**src/logic/core_pkg.sv**
```systemverilog
package core_pkg;

    // datapath and register file sizes
    localparam int xlen       = 32;
    localparam int reg_addr_w = 5;
    localparam int num_regs   = 1 << reg_addr_w;

    // alu operation codes
    localparam int alu_op_w = 3;

    typedef enum logic [alu_op_w-1:0] {
        op_add = 3'd0,
        op_sub = 3'd1,
        op_and = 3'd2,
        op_or  = 3'd3,
        op_xor = 3'd4,
        // shifts use the low 5 bits of operand b
        op_sll = 3'd5,
        op_srl = 3'd6,
        // signed compare, result is 1 or 0
        op_slt = 3'd7
    } alu_op_e;

    // edges from the issue sample up to a visible writeback,
    // counting issue, operand read, exe1 and wb registers
    localparam int pipe_latency = 4;

endpackage

```
**src/logic/exe_lane.sv**
```systemverilog
`timescale 1ns/1ns

module exe_lane
    import core_pkg::*;
(
    input  logic                  clk,
    input  logic                  rstn,
    input  logic                  ex_valid,
    input  alu_op_e               ex_op,
    input  logic [reg_addr_w-1:0] ex_rd,
    input  logic [xlen-1:0]       ex_imm,
    input  logic                  ex_use_imm,
    input  logic [xlen-1:0]       fwd_rj,
    input  logic [xlen-1:0]       fwd_rk,
    output logic                  e1_valid,
    output logic [reg_addr_w-1:0] e1_rd,
    output logic [xlen-1:0]       e1_result,
    output logic                  wb_en,
    output logic [reg_addr_w-1:0] wb_addr,
    output logic [xlen-1:0]       wb_data
);

    logic [xlen-1:0] opnd_b;
    logic [xlen-1:0] alu_result;
    logic [4:0]      shamt;

    assign opnd_b = ex_use_imm ? ex_imm : fwd_rk;
    assign shamt  = opnd_b[4:0];

    // exe0 alu
    always_comb begin
        alu_result = '0;
        case (ex_op)
            op_add: alu_result = fwd_rj + opnd_b;
            op_sub: alu_result = fwd_rj - opnd_b;
            op_and: alu_result = fwd_rj & opnd_b;
            op_or:  alu_result = fwd_rj | opnd_b;
            op_xor: alu_result = fwd_rj ^ opnd_b;
            op_sll: alu_result = fwd_rj << shamt;
            op_srl: alu_result = fwd_rj >> shamt;
            op_slt: alu_result = {{(xlen-1){1'b0}}, $signed(fwd_rj) < $signed(opnd_b)};
            default: alu_result = '0;
        endcase
    end

    // exe0 to exe1
    always_ff @(posedge clk or negedge rstn) begin
        if (!rstn) begin
            e1_valid  <= 1'b0;
            e1_rd     <= '0;
            e1_result <= '0;
        end else begin
            e1_valid  <= ex_valid;
            e1_rd     <= ex_rd;
            e1_result <= alu_result;
        end
    end

    // register zero never reaches the register file
    always_ff @(posedge clk or negedge rstn) begin
        if (!rstn) begin
            wb_en   <= 1'b0;
            wb_addr <= '0;
            wb_data <= '0;
        end else begin
            wb_en   <= e1_valid && e1_rd != '0;
            wb_addr <= e1_rd;
            wb_data <= e1_result;
        end
    end

endmodule

```
**config.mk**
```make
export PLATFORM = sky130hd
export DESIGN_NAME = exe_lane
export DESIGN_NICKNAME = d
export VERILOG_FILES = /design/src/logic/core_pkg.sv /design/src/logic/exe_lane.sv
export SDC_FILE = /design/constraint.sdc
export NUM_CORES = 1
export LEC_CHECK = 0
export BUFFER_PORTS_ARGS = -buffer_cell sky130_fd_sc_hd__buf_2
export CAP_MARGIN = 20
export CORE_MARGIN = 2
export CORE_UTILIZATION = 35
export CTS_CLUSTER_SIZE = 12
export DETAILED_ROUTE_END_ITERATION = 8
export PLACE_DENSITY = 0.56
export SLEW_MARGIN = 20
export SYNTH_ARGS = -nofsm -noshare
export SYNTH_HDL_FRONTEND = slang
export SYNTH_SLANG_ARGS = --single-unit
```
**constraint.sdc**
```tcl
create_clock -name clk -period 1.7 [get_ports clk]
set_clock_uncertainty 0.2 [all_clocks]
set_input_delay 0.255 -clock clk [delete_from_list [all_inputs] [get_ports clk]]
set_output_delay 0.255 -clock clk [all_outputs]
set_load 0.005 [all_outputs]
```
==> metrics.txt <==
CTS Root Buffer Type clkbuf_16; Synth Area per Inst 7.82 um2; Clk Latency, worst-skew pair 0.33 ns; vias in the first global route 13100; Port Buf Inserts 183; Via Count 14000; post-DP HPWL 45.6 mm; run status complete, but fails checks; Filler cells 2670; Power per Cell Area 659 nW/um2; ys async rst share 100%; Via density 5.79; diodes inserted 0; worst r2r path cells 2; nets 2235; area of the multi-input gates 9600 um2; clock slew at reported path FFs 0.06 ns; Slew HR 57.2%; synthesized area 10700 um2; CTS tree built; Pins Over Slew Limit 0; Final GP Congestion 1.03; placed cell area 15500 um2; EDFF count, synth 0; Slew @ Worst Pin 0.635 ns; worst r2r src e1_rd[0]$_DFF_PN0_; WS Path Type input pin to flop; Avg WL per Cell 23.8 um; synth top area cells dfrtp_1 (18%), ha_1 (12%), mux2i_1 (8.6%); max cap viols 0; sequential fraction of the synthesis area 17.8%; IO Count 184; antenna-violating nets left 0; CTS H-tree lvls 3; Post-Syn Instances 1370; Internal 7.16 mW; ys flop type dfrtp_1; hold endpoint wb_data[7]$_DFF_PN0_; failing checks setup timing; drt total wl 57.7 mm; Reg power frac 18.5%; Tot Pwr 12.1 mW; final hold violations 0; sequential cell area 1900 um2; CTS buffer count 9; overall routing resource usage 34.7%; P_leak 8.63 nW; clk buf depth 2; Yosys cell types 96; Post-Syn Nets 1585; Final period util 189%; fmax 312 MHz; largest net degree at the start of global routing 57; Worst Path Required 1.68 ns; arrival time at the worst endpoint 3.19 ns; Tmin final 3.21 ns; worst hold path depth 0; Worst R2R Setup Slack 0.30 ns; area leader, netlist dfrtp_1; Cell Rows 64; Clock Sinks 76; Starting DRT DRC Count 1460; initial core utilization 35.3%; share of total power in the clock network 18.4%; Setup WS post-layout -1.51 ns; Sw Share 40.7%; FF+latch count, synth 76; first-pass GRT wire length 81.9 mm; DRC Markers 0; core region area 30300 um2; combinational share of power 63.1%; crit-path max FO 4; initial antenna violation count 0; worst hold path type flop to flop; hold_sp e1_result[7]$_DFF_PN0_; DP Cell Count 2338; RSZ-0062 raised after global routing yes; dpl ws -2.11 ns; total net switching power 4.91 mW; Synth top cells by count nor2_1 (141), nand2_1 (114), ha_1 (105); final instance area 18300 um2; Final setup viols 32; Critical Path End Type flop; Startpoint Class input pin; YS warnings 0; non-filler cells, final 2421; share of cells above drive strength 1 50.6%; area grow syn2layout 71.0%; Synth top area share 17.8%; Die Ht 179 um; Reg-to-Reg End wb_en$_DFF_PN0_; most frequent cell after synthesis nor2_1; Die ar. 32000 um2; first drt pass iteration count 5; gr ovfl total 0; Die Wd 179 um; Max VDD drop 482 uV
final cells by class:
| cell class | count | share of cell area, % |
|---|---|---|
| Inverter | 98 | 2.05 |
| Sequential cell | 76 | 10.4 |
| Clock inverter | 5 | 0.588 |
| Timing Repair Buffer | 737 | 30.5 |
| Clock buffer | 11 | 1.33 |
| Tap cell | 396 | 2.71 |
| Multi-Input combinational cell | 1098 | 52.4 |
timing repair:
item                       4_1_cts  5_1_grt
gates resized for setup        149      187
buffers inserted                20       41
pin swaps                       47       90
hold buffers                     7        0
hold endpoints to repair        33        0
cloned                           5        2
setup endpoints to repair       32       32
per-layer routing:
metal / vias up / GRT usage, % / share of wire (%)
li1: 6350 / - / -
met1: 6673 / 44.4 / 40
met2: 853 / 57.4 / 46
met3: 151 / 3.03 / 7.7
met4: 0 / 19.3 / 6.3
met5: - / 0 / 0
power by group through the flow:
| stage | clock network, mW | registers [mW] | logic, mW |
|---|---|---|---|
| floorplan | 0 | 2.26 | 2.91 |
| global placement | 0 | 2.25 | 6.17 |
| detailed placement | 0 | 2.26 | 6.19 |
| CTS | 2.25 | 2.23 | 6.79 |
| global route | 2.32 | 2.26 | 8.01 |
| finish | 2.22 | 2.23 | 7.62 |
critical path: stages:
cell,delay (ns)
buf_12,0.11
mux2i_4,0.25
inv_4,0.07
ha_4,0.17
inv_2,0.06
fa_2,0.23
nor2b_4,0.05
buf_6,0.11
o211a_1,0.24
o311a_4,0.34
o32ai_4,0.25
o21a_1,0.23
o21ai_2,0.10
o21ai_2,0.17
xor2_1,0.24
buf_4,0.18
o221ai_4,0.12
sequential cells by signal (all words and copies together), names as in the netlist:
register	count
e1_valid	1
wb_addr	5
wb_data	32
e1_rd	5
wb_en	1
e1_result	32
cell usage in the layout, fill, tap and decap left out, types with 9 or more instances in the layout:
cell type and count:
a211oi_1 15, a211oi_2 9, a21o_1 16, a21oi_1 80
a21oi_2 25, a221oi_2 10, a22oi_1 25, a31oi_1 14
and3_1 9, buf_12 13, buf_2 181, buf_4 499
buf_6 23, clkbuf_16 11, dfrtp_1 76, ha_1 75
ha_4 24, inv_1 83, inv_2 9, mux2i_1 60
mux2i_2 15, mux2i_4 21, mux4_2 21, nand2_1 109
nand3_1 24, nand4_1 12, nor2_1 135, nor3_1 16
nor3_2 9, o211ai_1 25, o21ai_0 47, o21ai_1 27
o21ai_2 19, o22ai_1 24, xnor2_1 19
per-stage QoR:
step | hold slack [ns] | util [%] | setup TNS, ns
floorplan | -0.241 | - | -45.10
global placement | 0.00591 | 51.2 | -57.12
CTS | 0.168 | 56.0 | -39.03
global route | 0.175 | 60.3 | -41.38
finish | 0.165 | 60.3 | -38.96
detailed placement | 0.00809 | 51.2 | -58.45
worst max-delay path by stage:
stage	depth (start not counted)	start	to
after detailed placement	13	ex_use_imm	e1_result[25]$_DFF_PN0_
after global routing	17	ex_use_imm	e1_result[16]$_DFF_PN0_
after floorplan	17	ex_use_imm	e1_result[29]$_DFF_PN0_
final	17	ex_use_imm	e1_result[16]$_DFF_PN0_
after CTS	15	ex_use_imm	e1_result[29]$_DFF_PN0_
after global placement	13	ex_use_imm	e1_result[25]$_DFF_PN0_
cell families after synthesis:
| logic type | synth area share [%] |
|---|---|
| simple gates | 15.7 |
| fa+ha+maj | 12.6 |
| mux | 14.2 |
| buf+inv | 7.83 |
| flops | 17.8 |
| xor+xnor | 2.70 |
| compound gates | 29.1 |
Power figures use the tool's default switching activity.
