**src/logic/core_pkg.sv**
```systemverilog
package core_pkg;

    // datapath and register file sizes
    localparam int xlen       = 32;
    localparam int reg_addr_w = 5;
    localparam int num_regs   = 1 << reg_addr_w;

    // alu operation codes
    localparam int alu_op_w = 3;

    typedef enum logic [alu_op_w-1:0] {
        op_add = 3'd0,
        op_sub = 3'd1,
        op_and = 3'd2,
        op_or  = 3'd3,
        op_xor = 3'd4,
        // shifts use the low 5 bits of operand b
        op_sll = 3'd5,
        op_srl = 3'd6,
        // signed compare, result is 1 or 0
        op_slt = 3'd7
    } alu_op_e;

    // edges from the issue sample up to a visible writeback,
    // counting issue, operand read, exe1 and wb registers
    localparam int pipe_latency = 4;

endpackage

```
**src/logic/forward_unit.sv**
```systemverilog
`timescale 1ns/1ns

module forward_unit
    import core_pkg::*;
(
    input  logic [reg_addr_w-1:0] ex_rj_0, ex_rk_0,
    input  logic [reg_addr_w-1:0] ex_rj_1, ex_rk_1,
    input  logic [xlen-1:0]       ex_rrj_0, ex_rrk_0,
    input  logic [xlen-1:0]       ex_rrj_1, ex_rrk_1,
    input  logic                  e1_valid_0, e1_valid_1,
    input  logic [reg_addr_w-1:0] e1_rd_0, e1_rd_1,
    input  logic [xlen-1:0]       e1_result_0, e1_result_1,
    input  logic                  wb_valid_0, wb_valid_1,
    input  logic [reg_addr_w-1:0] wb_rd_0, wb_rd_1,
    input  logic [xlen-1:0]       wb_result_0, wb_result_1,
    output logic [xlen-1:0]       fwd_rj_0, fwd_rk_0,
    output logic [xlen-1:0]       fwd_rj_1, fwd_rk_1
);

    // newest value wins: exe1 before wb, lane 1 before lane 0
    function automatic logic [xlen-1:0] pick(input logic [reg_addr_w-1:0] src,
                                             input logic [xlen-1:0]       rf_val);
        if (src == '0) begin
            return rf_val;
        end else if (e1_valid_1 && e1_rd_1 == src) begin
            return e1_result_1;
        end else if (e1_valid_0 && e1_rd_0 == src) begin
            return e1_result_0;
        end else if (wb_valid_1 && wb_rd_1 == src) begin
            return wb_result_1;
        end else if (wb_valid_0 && wb_rd_0 == src) begin
            return wb_result_0;
        end
        // older values already come out of the register file
        return rf_val;
    endfunction

    always_comb begin
        fwd_rj_0 = pick(ex_rj_0, ex_rrj_0);
        fwd_rk_0 = pick(ex_rk_0, ex_rrk_0);
        fwd_rj_1 = pick(ex_rj_1, ex_rrj_1);
        fwd_rk_1 = pick(ex_rk_1, ex_rrk_1);
    end

endmodule

```
**config.mk**
```make
export PLATFORM = sky130hd
export DESIGN_NAME = forward_unit
export DESIGN_NICKNAME = d
export VERILOG_FILES = /design/src/logic/core_pkg.sv /design/src/logic/forward_unit.sv
export SDC_FILE = /design/constraint.sdc
export NUM_CORES = 1
export LEC_CHECK = 0
export BUFFER_PORTS_ARGS = -buffer_cell sky130_fd_sc_hd__buf_2
export CAP_MARGIN = 20
export CORE_AREA = 4 4 164 166
export DETAILED_ROUTE_END_ITERATION = 8
export DIE_AREA = 0 0 168 170
export PLACE_DENSITY_LB_ADDON = 0.05
export SLEW_MARGIN = 0
export SYNTH_ARGS = -nofsm -noshare
export SYNTH_HDL_FRONTEND = slang
export SYNTH_SLANG_ARGS = --single-unit
```
**constraint.sdc**
```tcl
create_clock -name vclk -period 5.9
set_input_delay 0.295 -clock vclk [all_inputs]
set_output_delay 0.295 -clock vclk [all_outputs]
set_load 0.02 [all_outputs]
```
==> results.md, run 1 <==
* Synth top area share at 26.0%
* Most frequent CP cell: buf_2
* Design area at 0.00900 sq mm
* Layout area overhead at 29.8%
* IO Port Bufs at 428
* Core area at 0.0256 sq mm
* Max-slew headroom at between 20% and 30%
* Seq/Total Area, Yosys at 0%
* Die extent in y at approximately 170 microns
* Syn nets at 1237
* Pin count of the biggest net entering global routing at 34
* Crit path kind: in -> out
* Routed WL at just over 40000 microns
* Crit path time final at 4.09 ns
* Final GP Congestion at 0.840
* Post-synth top cells: 136 x o21ai_0, 132 x nand2_1, 120 x mux2_4, 120 x o21ai_1, 113 x a221oi_1
* Worst Hold Endpoint: fwd_rj_0[15]
* Period utilization at between 60% and 70%
* Initial core utilization at 27.1%
* Setup crit start kind: input port
* Worst path max stage delay at roughly 0.95 ns
* FF+latch area at 0 sq um
* DR vias at 9282
* Total design power at 800 uW
* Final hold viol count at 0
* Syn Area/Cell at ~7.4 sq um
* Vias in the first global route at 9233
* Total gr overflow at 0
* Mapped Area at 0.00694 sq mm
* HPWL Detailed at between 20000 and 30000 microns
* Initial antenna violation count at 9
* Layout cell share with drive strength beyond 1 at 49.2%
* Sum Neg Setup Slack at 0 ns
* Cts hold-fix bufs at 0
* # DRC at 0
* First-pass detailed-route iteration total at 5
* Max FO, Critical Path at 33
* First-pass GRT wire length at 59900 microns
* Ys Warns at 0
* Filler cells at 2814
* Die Width at 168 microns
* Hold crit path type: in -> out
* Crit-path slowest cell: a31oi_4
* Netlist cell types at 27
* Top-level I/O count at 428
* Slew Limit Fails at 0
* PwrDens at 88.9 mW/mm^2
* Tightest Pin Transition at between 1 and 1.5 ns
* Fmax at 245 MHz
* ANT nets after route at 0
* Worst path bufs/invs at 4
* Synth Instances at 937
* Leak pwr at ~3.8 nW
* Post-CTS Setup Inserts at 0
* Final Net Count at roughly 1600
* Status: finished, final reports clean
* Top post-synthesis cells by area: mux2_4 26%, a221oi_1 14%, o21ai_0 9.8%, o21ai_1 8.7%, nand2_1 7.1%
* Die Area at 0.0286 sq mm
* CLK BUF at 0
* Multi-input gate area at 0.00628 sq mm
* Worst EP arrival at 3.79 ns
* Required @ worst endpoint at 5.61 ns
* Crit end category: output pin
* Hold path depth at 3
* Global Route Usage Sum at 26.7%
* CTS resizes at 0
* Final design utilization at between 30% and 40%
* Synth area leader: mux2_4
* Worst Hold Launch: ex_rrj_0[15]
* Endpoints failing setup at 0
* CP top delay family: buffers and inverters
* Max cap viols at 0
* Sequential cell count at 0
* Vias per cell at 5.81
* Avg WL per Cell at 26.0 microns
* Cell with the most instances after synthesis: o21ai_0
* Placed cell area at 0.00896 sq mm
* Peak supply drop at 0.0396 mV
* DR iter-0 viols at 762
* RSZ-0062 raised after global routing: false
* Worst-path cell chain: buf_2 > inv_1 > or3_2 > a31oi_4 > buf_4 > mux2_2 > buf_2
* Site Rows at 59
-- through the flow --
stage | setup WS (ns) | hold WS [ns] | instances
final | 1.81 | 0.933 | 1597
after global routing | 1.67 | 0.941 | 1597
after CTS | 1.74 | 0.935 | 1588
after detailed placement | 1.75 | 0.934 | 1588
after global placement | 1.82 | 0.934 | 1588
after floorplan | 3.54 | 0.750 | 937
-- how the worst max path moves through the flow --
stage	start	to	depth (start not counted)
after floorplan	ex_rk_0[1]	fwd_rk_0[10]	9
after CTS	wb_valid_1	fwd_rk_0[0]	7
after global routing	wb_valid_1	fwd_rk_0[0]	7
after global placement	wb_valid_1	fwd_rk_0[0]	7
after detailed placement	wb_valid_1	fwd_rk_0[0]	7
final	wb_valid_1	fwd_rk_0[0]	7
-- cell usage in the layout, fill, tap and decap left out, types with 10 or more instances in the layout --
cell type  count
a221oi_1     113
a221oi_2      15
nand2_1      132
buf_4         10
and2_1        32
mux2_4       120
xor2_1        48
o21ai_0      136
buf_2        428
xnor2_1       32
o21ai_1      120
-- per-layer routing --
layer	track usage [%]	wire length (microns)
met4	7.37	953
met3	3.41	3280
met2	46.9	20500
met5	0	7
met1	34.5	16800
-- cell families after synthesis --
family | count (synthesis) | share of synthesized area (%)
AOI/OAI and AO/OA | 392 | 37.7
xor gates and xnor gates | 80 | 10.1
buffers and inverters | 125 | 10.6
muxes | 128 | 27.3
and+or+nand+nor | 212 | 14.3
-- final cells by class --
type                       instances  share of cell area, %
inverter                           1                 0.0417
multi-input combinational        812                   69.8
tap                              335                   4.66
timing repair buffer             441                   25.3
antenna                            8                  0.222
-- power breakdown --
part | internal (mW) | switching (mW)
Sequential | 0 | 0
Clock | 0.000000182 | 0
Combinational | 0.358 | 0.442
No activity file was read; power rests on OpenSTA's default activity.
==> inputs of run 2 (changes only) <==
--- a/config.mk
+++ b/config.mk
@@ -7,9 +7,9 @@
 export LEC_CHECK = 0
 export BUFFER_PORTS_ARGS = -buffer_cell sky130_fd_sc_hd__buf_2
 export CAP_MARGIN = 20
-export CORE_AREA = 4 4 164 166
+export CORE_AREA = 4 4 166 168
 export DETAILED_ROUTE_END_ITERATION = 8
-export DIE_AREA = 0 0 168 170
+export DIE_AREA = 0 0 170 172
 export PLACE_DENSITY_LB_ADDON = 0.05
 export SLEW_MARGIN = 0
 export SYNTH_ARGS = -nofsm -noshare
==> constraint.sdc (replaced) <==
create_clock -name vclk -period 4.17
set_input_delay 0.2085 -clock vclk [all_inputs]
set_output_delay 0.2085 -clock vclk [all_outputs]
set_load 0.02 [all_outputs]
==> results.md, run 2 (synthesis gave the netlist of run 1 again) <==
* Status: finished, final reports clean (unchanged)
* First-pass GRT wire length at 59100 microns (was 59900 microns)
* Commonest cells after routing, fill and taps aside: 428 x buf_2, 136 x o21ai_0, 132 x nand2_1 (unchanged)
* FF+latch area at 0 sq um (unchanged)
* Layout cell share with drive strength beyond 1 at 49.7% (was 49.2%)
* Worst EP arrival at 3.00 ns (was 3.79 ns)
* Worst Hold Endpoint: fwd_rk_0[14] (was fwd_rj_0[15])
* Total gr overflow at 0 (unchanged)
* Initial antenna violation count at 10 (was 9)
* Post-CTS Setup Inserts at 0 (unchanged)
* Die Area at 0.0292 sq mm (was 0.0286 sq mm)
* Crit end category: output pin (unchanged)
* Endpoints failing setup at 0 (unchanged)
* Setup crit start kind: input port (unchanged)
* Core area at 0.0259 sq mm (was 0.0256 sq mm)
* Worst Hold Launch: ex_rrk_0[14] (was ex_rrj_0[15])
* Top-level I/O count at 428 (unchanged)
* Routed WL at 41500 microns (about the same)
* Multi-input gate area at 0.00629 sq mm (was 0.00628 sq mm)
* DR iter-0 viols at 795 (was 762)
* Max-slew headroom at 26.0% (was 28.4%)
* HPWL Detailed at 29100 microns (was 28800 microns)
* Max cap viols at 0 (unchanged)
* Vias in the first global route at 9292 (was 9233)
* PwrDens at 124 mW/mm^2 (was 88.9 mW/mm^2)
* Period utilization at 76.9%
* Pin count of the biggest net entering global routing at 34 (unchanged)
* Die Width at 170 microns (was 168 microns)
* Filler cells at 2876 (was 2814)
* First-pass detailed-route iteration total at 6 (was 5)
* Site Rows at 59 (unchanged)
* Setup crit start: wb_valid_1 (unchanged)
* IO Port Bufs at 428 (unchanged)
* # DRC at 0 (unchanged)
* Max FO, Critical Path at 33 (unchanged)
* Leak pwr at 3.87 nW (was 3.83 nW)
* Most common cell after layout, fill and taps aside: buf_2 (unchanged)
* Cts hold-fix bufs at 0 (unchanged)
* Die extent in y at 172 microns (was 170 microns)
* Global Route Usage Sum at 26.1% (was 26.7%)
* CLK BUF at 0 (unchanged)
* RSZ-0062 raised after global routing: false (unchanged)
* Tightest Pin Transition at 1.11 ns (was 1.07 ns)
* Initial core utilization at 26.8% (was 27.1%)
* Required @ worst endpoint at 3.96 ns (was 5.61 ns)
* CTS resizes at 0 (unchanged)
* Crit path kind: in -> out (unchanged)
* ANT nets after route at 0 (unchanged)
* Hold path depth at 3 (unchanged)
* Crit path time final at 3.21 ns
* DR vias at 9158 (was 9282)
* Hold slack at 0.760 ns (was 0.933 ns)
* Sequential cell count at 0 (unchanged)
* Slew Limit Fails at 0 (unchanged)
* Avg WL per Cell at 25.8 microns (was 26.0 microns)
* Final GP Congestion at 0.853 (was 0.840)
* Sum Neg Setup Slack at 0 ns (unchanged)
* Vias per cell at 5.70 (was 5.81)
* Final Net Count at 1566 (was 1556)
* Hold crit path type: in -> out (unchanged)
* Layout area overhead at 30.4% (was 29.8%)
* Fmax at 312 MHz
* Final hold viol count at 0 (unchanged)
* Peak supply drop at 0.0507 mV (was 0.0396 mV)
==> run 2: how the worst max path moves through the flow <==
stage | cells past startpoint | endpoint
after floorplan | 9 | fwd_rk_0[10]
after global placement | 7 | fwd_rk_1[0]
after detailed placement | 7 | fwd_rk_1[0]
after CTS | 7 | fwd_rk_1[0]
after global routing | 7 | fwd_rk_1[0]
final | 8 | fwd_rj_0[30]
==> run 2: worst max-delay path: stages <==
cell      delay (ns)
buf_2           0.48
inv_1           0.18
or3_2           0.78
buf_4           0.36
a221oi_1        0.35
o21ai_1         0.17
mux2_4          0.28
buf_2           0.16
==> run 2: cell type report <==
cell class,count,share of cell area (%)
well taps,335,4.63
multi-input cells,812,69.5
diodes,8,0.221
inverters,1,0.0415
repair buffers,451,25.6
==> run 2: stage by stage <==
| step | setup WS [ns] | utilization (%) | cells | power [mW] | instance area, sq um |
|---|---|---|---|---|---|
| finish | 0.962 | 34.9 | 1607 | 1.12 | 9040 |
| global route | 0.841 | 34.9 | 1607 | 1.20 | 9040 |
| CTS | 0.926 | 34.8 | 1599 | 1.12 | 9020 |
| detailed placement | 0.928 | 34.8 | 1599 | 1.12 | 9020 |
| global placement | 1.00 | 34.8 | 1599 | 1.12 | 9020 |
| floorplan | 1.99 | - | 937 | 0.712 | 6940 |
==> run 2: report_power, final <==
group          leakage (nW)  switching [mW]  internal, mW
clock             0.0000507               0   0.000000258
combinational          3.87           0.616         0.504
sequential                0               0             0
==> run 2: metal layers <==
metal	routed length [microns]	global-route usage [%]
met5	25	0
met3	3590	3.84
met2	20700	46.6
met4	654	6.04
met1	16500	33.2
==> inputs of run 3 (changes only) <==
==> constraint.sdc (replaced) <==
create_clock -name vclk -period 3.15
set_input_delay 0.1575 -clock vclk [all_inputs]
set_output_delay 0.1575 -clock vclk [all_outputs]
set_load 0.02 [all_outputs]
==> results.md, run 3 (synthesis gave the netlist of run 1 again) <==
* IO Port Bufs at 428 (unchanged)
* Die extent in y at 172 microns (unchanged)
* CLK BUF at 0 (unchanged)
* Layout area overhead at 33.7% (was 30.4%)
* Layout cell share with drive strength beyond 1 at 50.4% (was 49.7%)
* Non-Filler Instances at 1625 (was 1607)
* Peak supply drop at 0.0785 mV (was 0.0507 mV)
* Max-slew headroom at 49.7% (was 26.0%)
* Vias in the first global route at 9246 (was 9292)
* HPWL Detailed at 30400 microns (was 29100 microns)
* Crit path time final at between 2 and 3 ns
* First-pass GRT wire length at 59900 microns (was 59100 microns)
* Cts hold-fix bufs at 0 (unchanged)
* CTS resizes at 0 (unchanged)
* Post-CTS Setup Inserts at 0 (unchanged)
* Hold path depth at 3 (unchanged)
* Top-level I/O count at 428 (unchanged)
* Period utilization at 87.6%
* Pre-CTS WS at 0.418 ns (was 0.928 ns)
* Tightest Pin Transition at 0.753 ns (was 1.11 ns)
* Routed WL at 41900 microns (was 41500 microns)
* PnR worst setup slack at 0.390 ns (was 0.962 ns)
* Required @ worst endpoint at 2.99 ns (was 3.96 ns)
* Leak pwr at 3.99 nW (was 3.87 nW)
* DR vias at 9147 (was 9158)
* Crit end category: output pin (unchanged)
* Most common cell after layout, fill and taps aside: buf_2 (unchanged)
* Global Route Usage Sum at 26.4% (was 26.1%)
* Final Net Count at 1585 (was 1566)
* DR iter-0 viols at 685 (was 795)
* Worst EP arrival at 2.60 ns (was 3.00 ns)
* PwrDens at 162 mW/mm^2 (was 124 mW/mm^2)
* Worst Hold Endpoint: fwd_rk_1[20] (was fwd_rk_0[14])
* Commonest cells after routing, fill and taps aside: 428 x buf_2, 136 x o21ai_0, 132 x nand2_1 (unchanged)
* Endpoints failing setup at 0 (unchanged)
* ANT nets after route at 0 (unchanged)
* # DRC at 0 (unchanged)
* First-pass detailed-route iteration total at 5 (was 6)
* Fmax at 362 MHz
* Site Rows at 59 (unchanged)
* Avg WL per Cell at 25.8 microns (about the same)
* Placed cells at 1618 (was 1599)
* Max FO, Critical Path at 17 (was 33)
* Core area at 0.0259 sq mm (unchanged)
* Final GP Congestion at 0.860 (was 0.853)
* Hold crit path type: in -> out (unchanged)
* Pin count of the biggest net entering global routing at 33 (was 34)
* Die Width at 170 microns (unchanged)
* Status: finished, final reports clean (unchanged)
* Worst Hold Launch: ex_rrk_1[20] (was ex_rrk_0[14])
* Total design power at 1.50 mW (was 1.12 mW)
* Setup crit start kind: input port (unchanged)
* Total gr overflow at 0 (unchanged)
* Final hold viol count at 0 (unchanged)
* Final design utilization at 35.8% (was 34.9%)
* Vias per cell at 5.63 (was 5.70)
* Slew Limit Fails at 0 (unchanged)
* Initial antenna violation count at 8 (was 10)
* FF+latch area at 0 sq um (unchanged)
* Initial core utilization at 26.8% (unchanged)
* Max cap viols at 0 (unchanged)
* Sequential cell count at 0 (unchanged)
* RSZ-0062 raised after global routing: false (unchanged)
* Sum Neg Setup Slack at 0 ns (unchanged)
* Crit path kind: in -> out (unchanged)
* Die Area at 0.0292 sq mm (unchanged)
## run 3: how the worst max path moves through the flow
stage               start      endpoint  slack (ns)  cells past startpoint
6_report       wb_rd_1[0]   fwd_rk_1[0]        0.39                      9
5_1_grt        wb_rd_1[2]   fwd_rk_1[6]        0.26                      9
4_1_cts        wb_rd_1[0]   fwd_rk_1[0]        0.41                      9
3_5_place_dp   wb_rd_1[1]  fwd_rk_0[31]        0.42                      8
3_3_place_gp   wb_rd_1[2]   fwd_rk_1[0]        0.39                      9
2_1_floorplan  ex_rk_0[1]  fwd_rk_0[10]        1.07                      9
## run 3: cell type report
class,instances,area [sq um]
Fill cell,2820,16600
Timing Repair Buffer,470,2540
Tap cell,335,419
Multi-Input combinational cell,812,6290
Inverter,1,3.75
Antenna cell,7,17.5
## run 3: where the power goes
part | internal (mW) | switching [mW]
Clock | 0.000000298 | 0
Combinational | 0.679 | 0.820
Sequential | 0 | 0
## run 3: worst max-delay path, cell delays in order
cell and delay, ns:
buf_2 0.14, xnor2_1 0.16, nand3_1 0.21, or3_2 0.78
buf_12 0.27, a221oi_1 0.25, o21ai_0 0.17, mux2_2 0.28
buf_2 0.16
## run 3: layer usage
metal | vias up | wire length (microns) | GRT usage, %
li1 | 4243 | - | -
met1 | 4339 | 17300 | 34.0
met2 | 513 | 20800 | 47.6
met3 | 50 | 3150 | 3.02
met4 | 2 | 684 | 5.80
met5 | - | 7 | 0
## run 3: per-stage QoR
step                      cell area [sq um]  hold slack [ns]
after global routing                   9270            0.669
final                                  9270            0.657
after CTS                              9260            0.660
after detailed placement               9260            0.660
after global placement                 9260            0.659
after floorplan                        6940            0.475
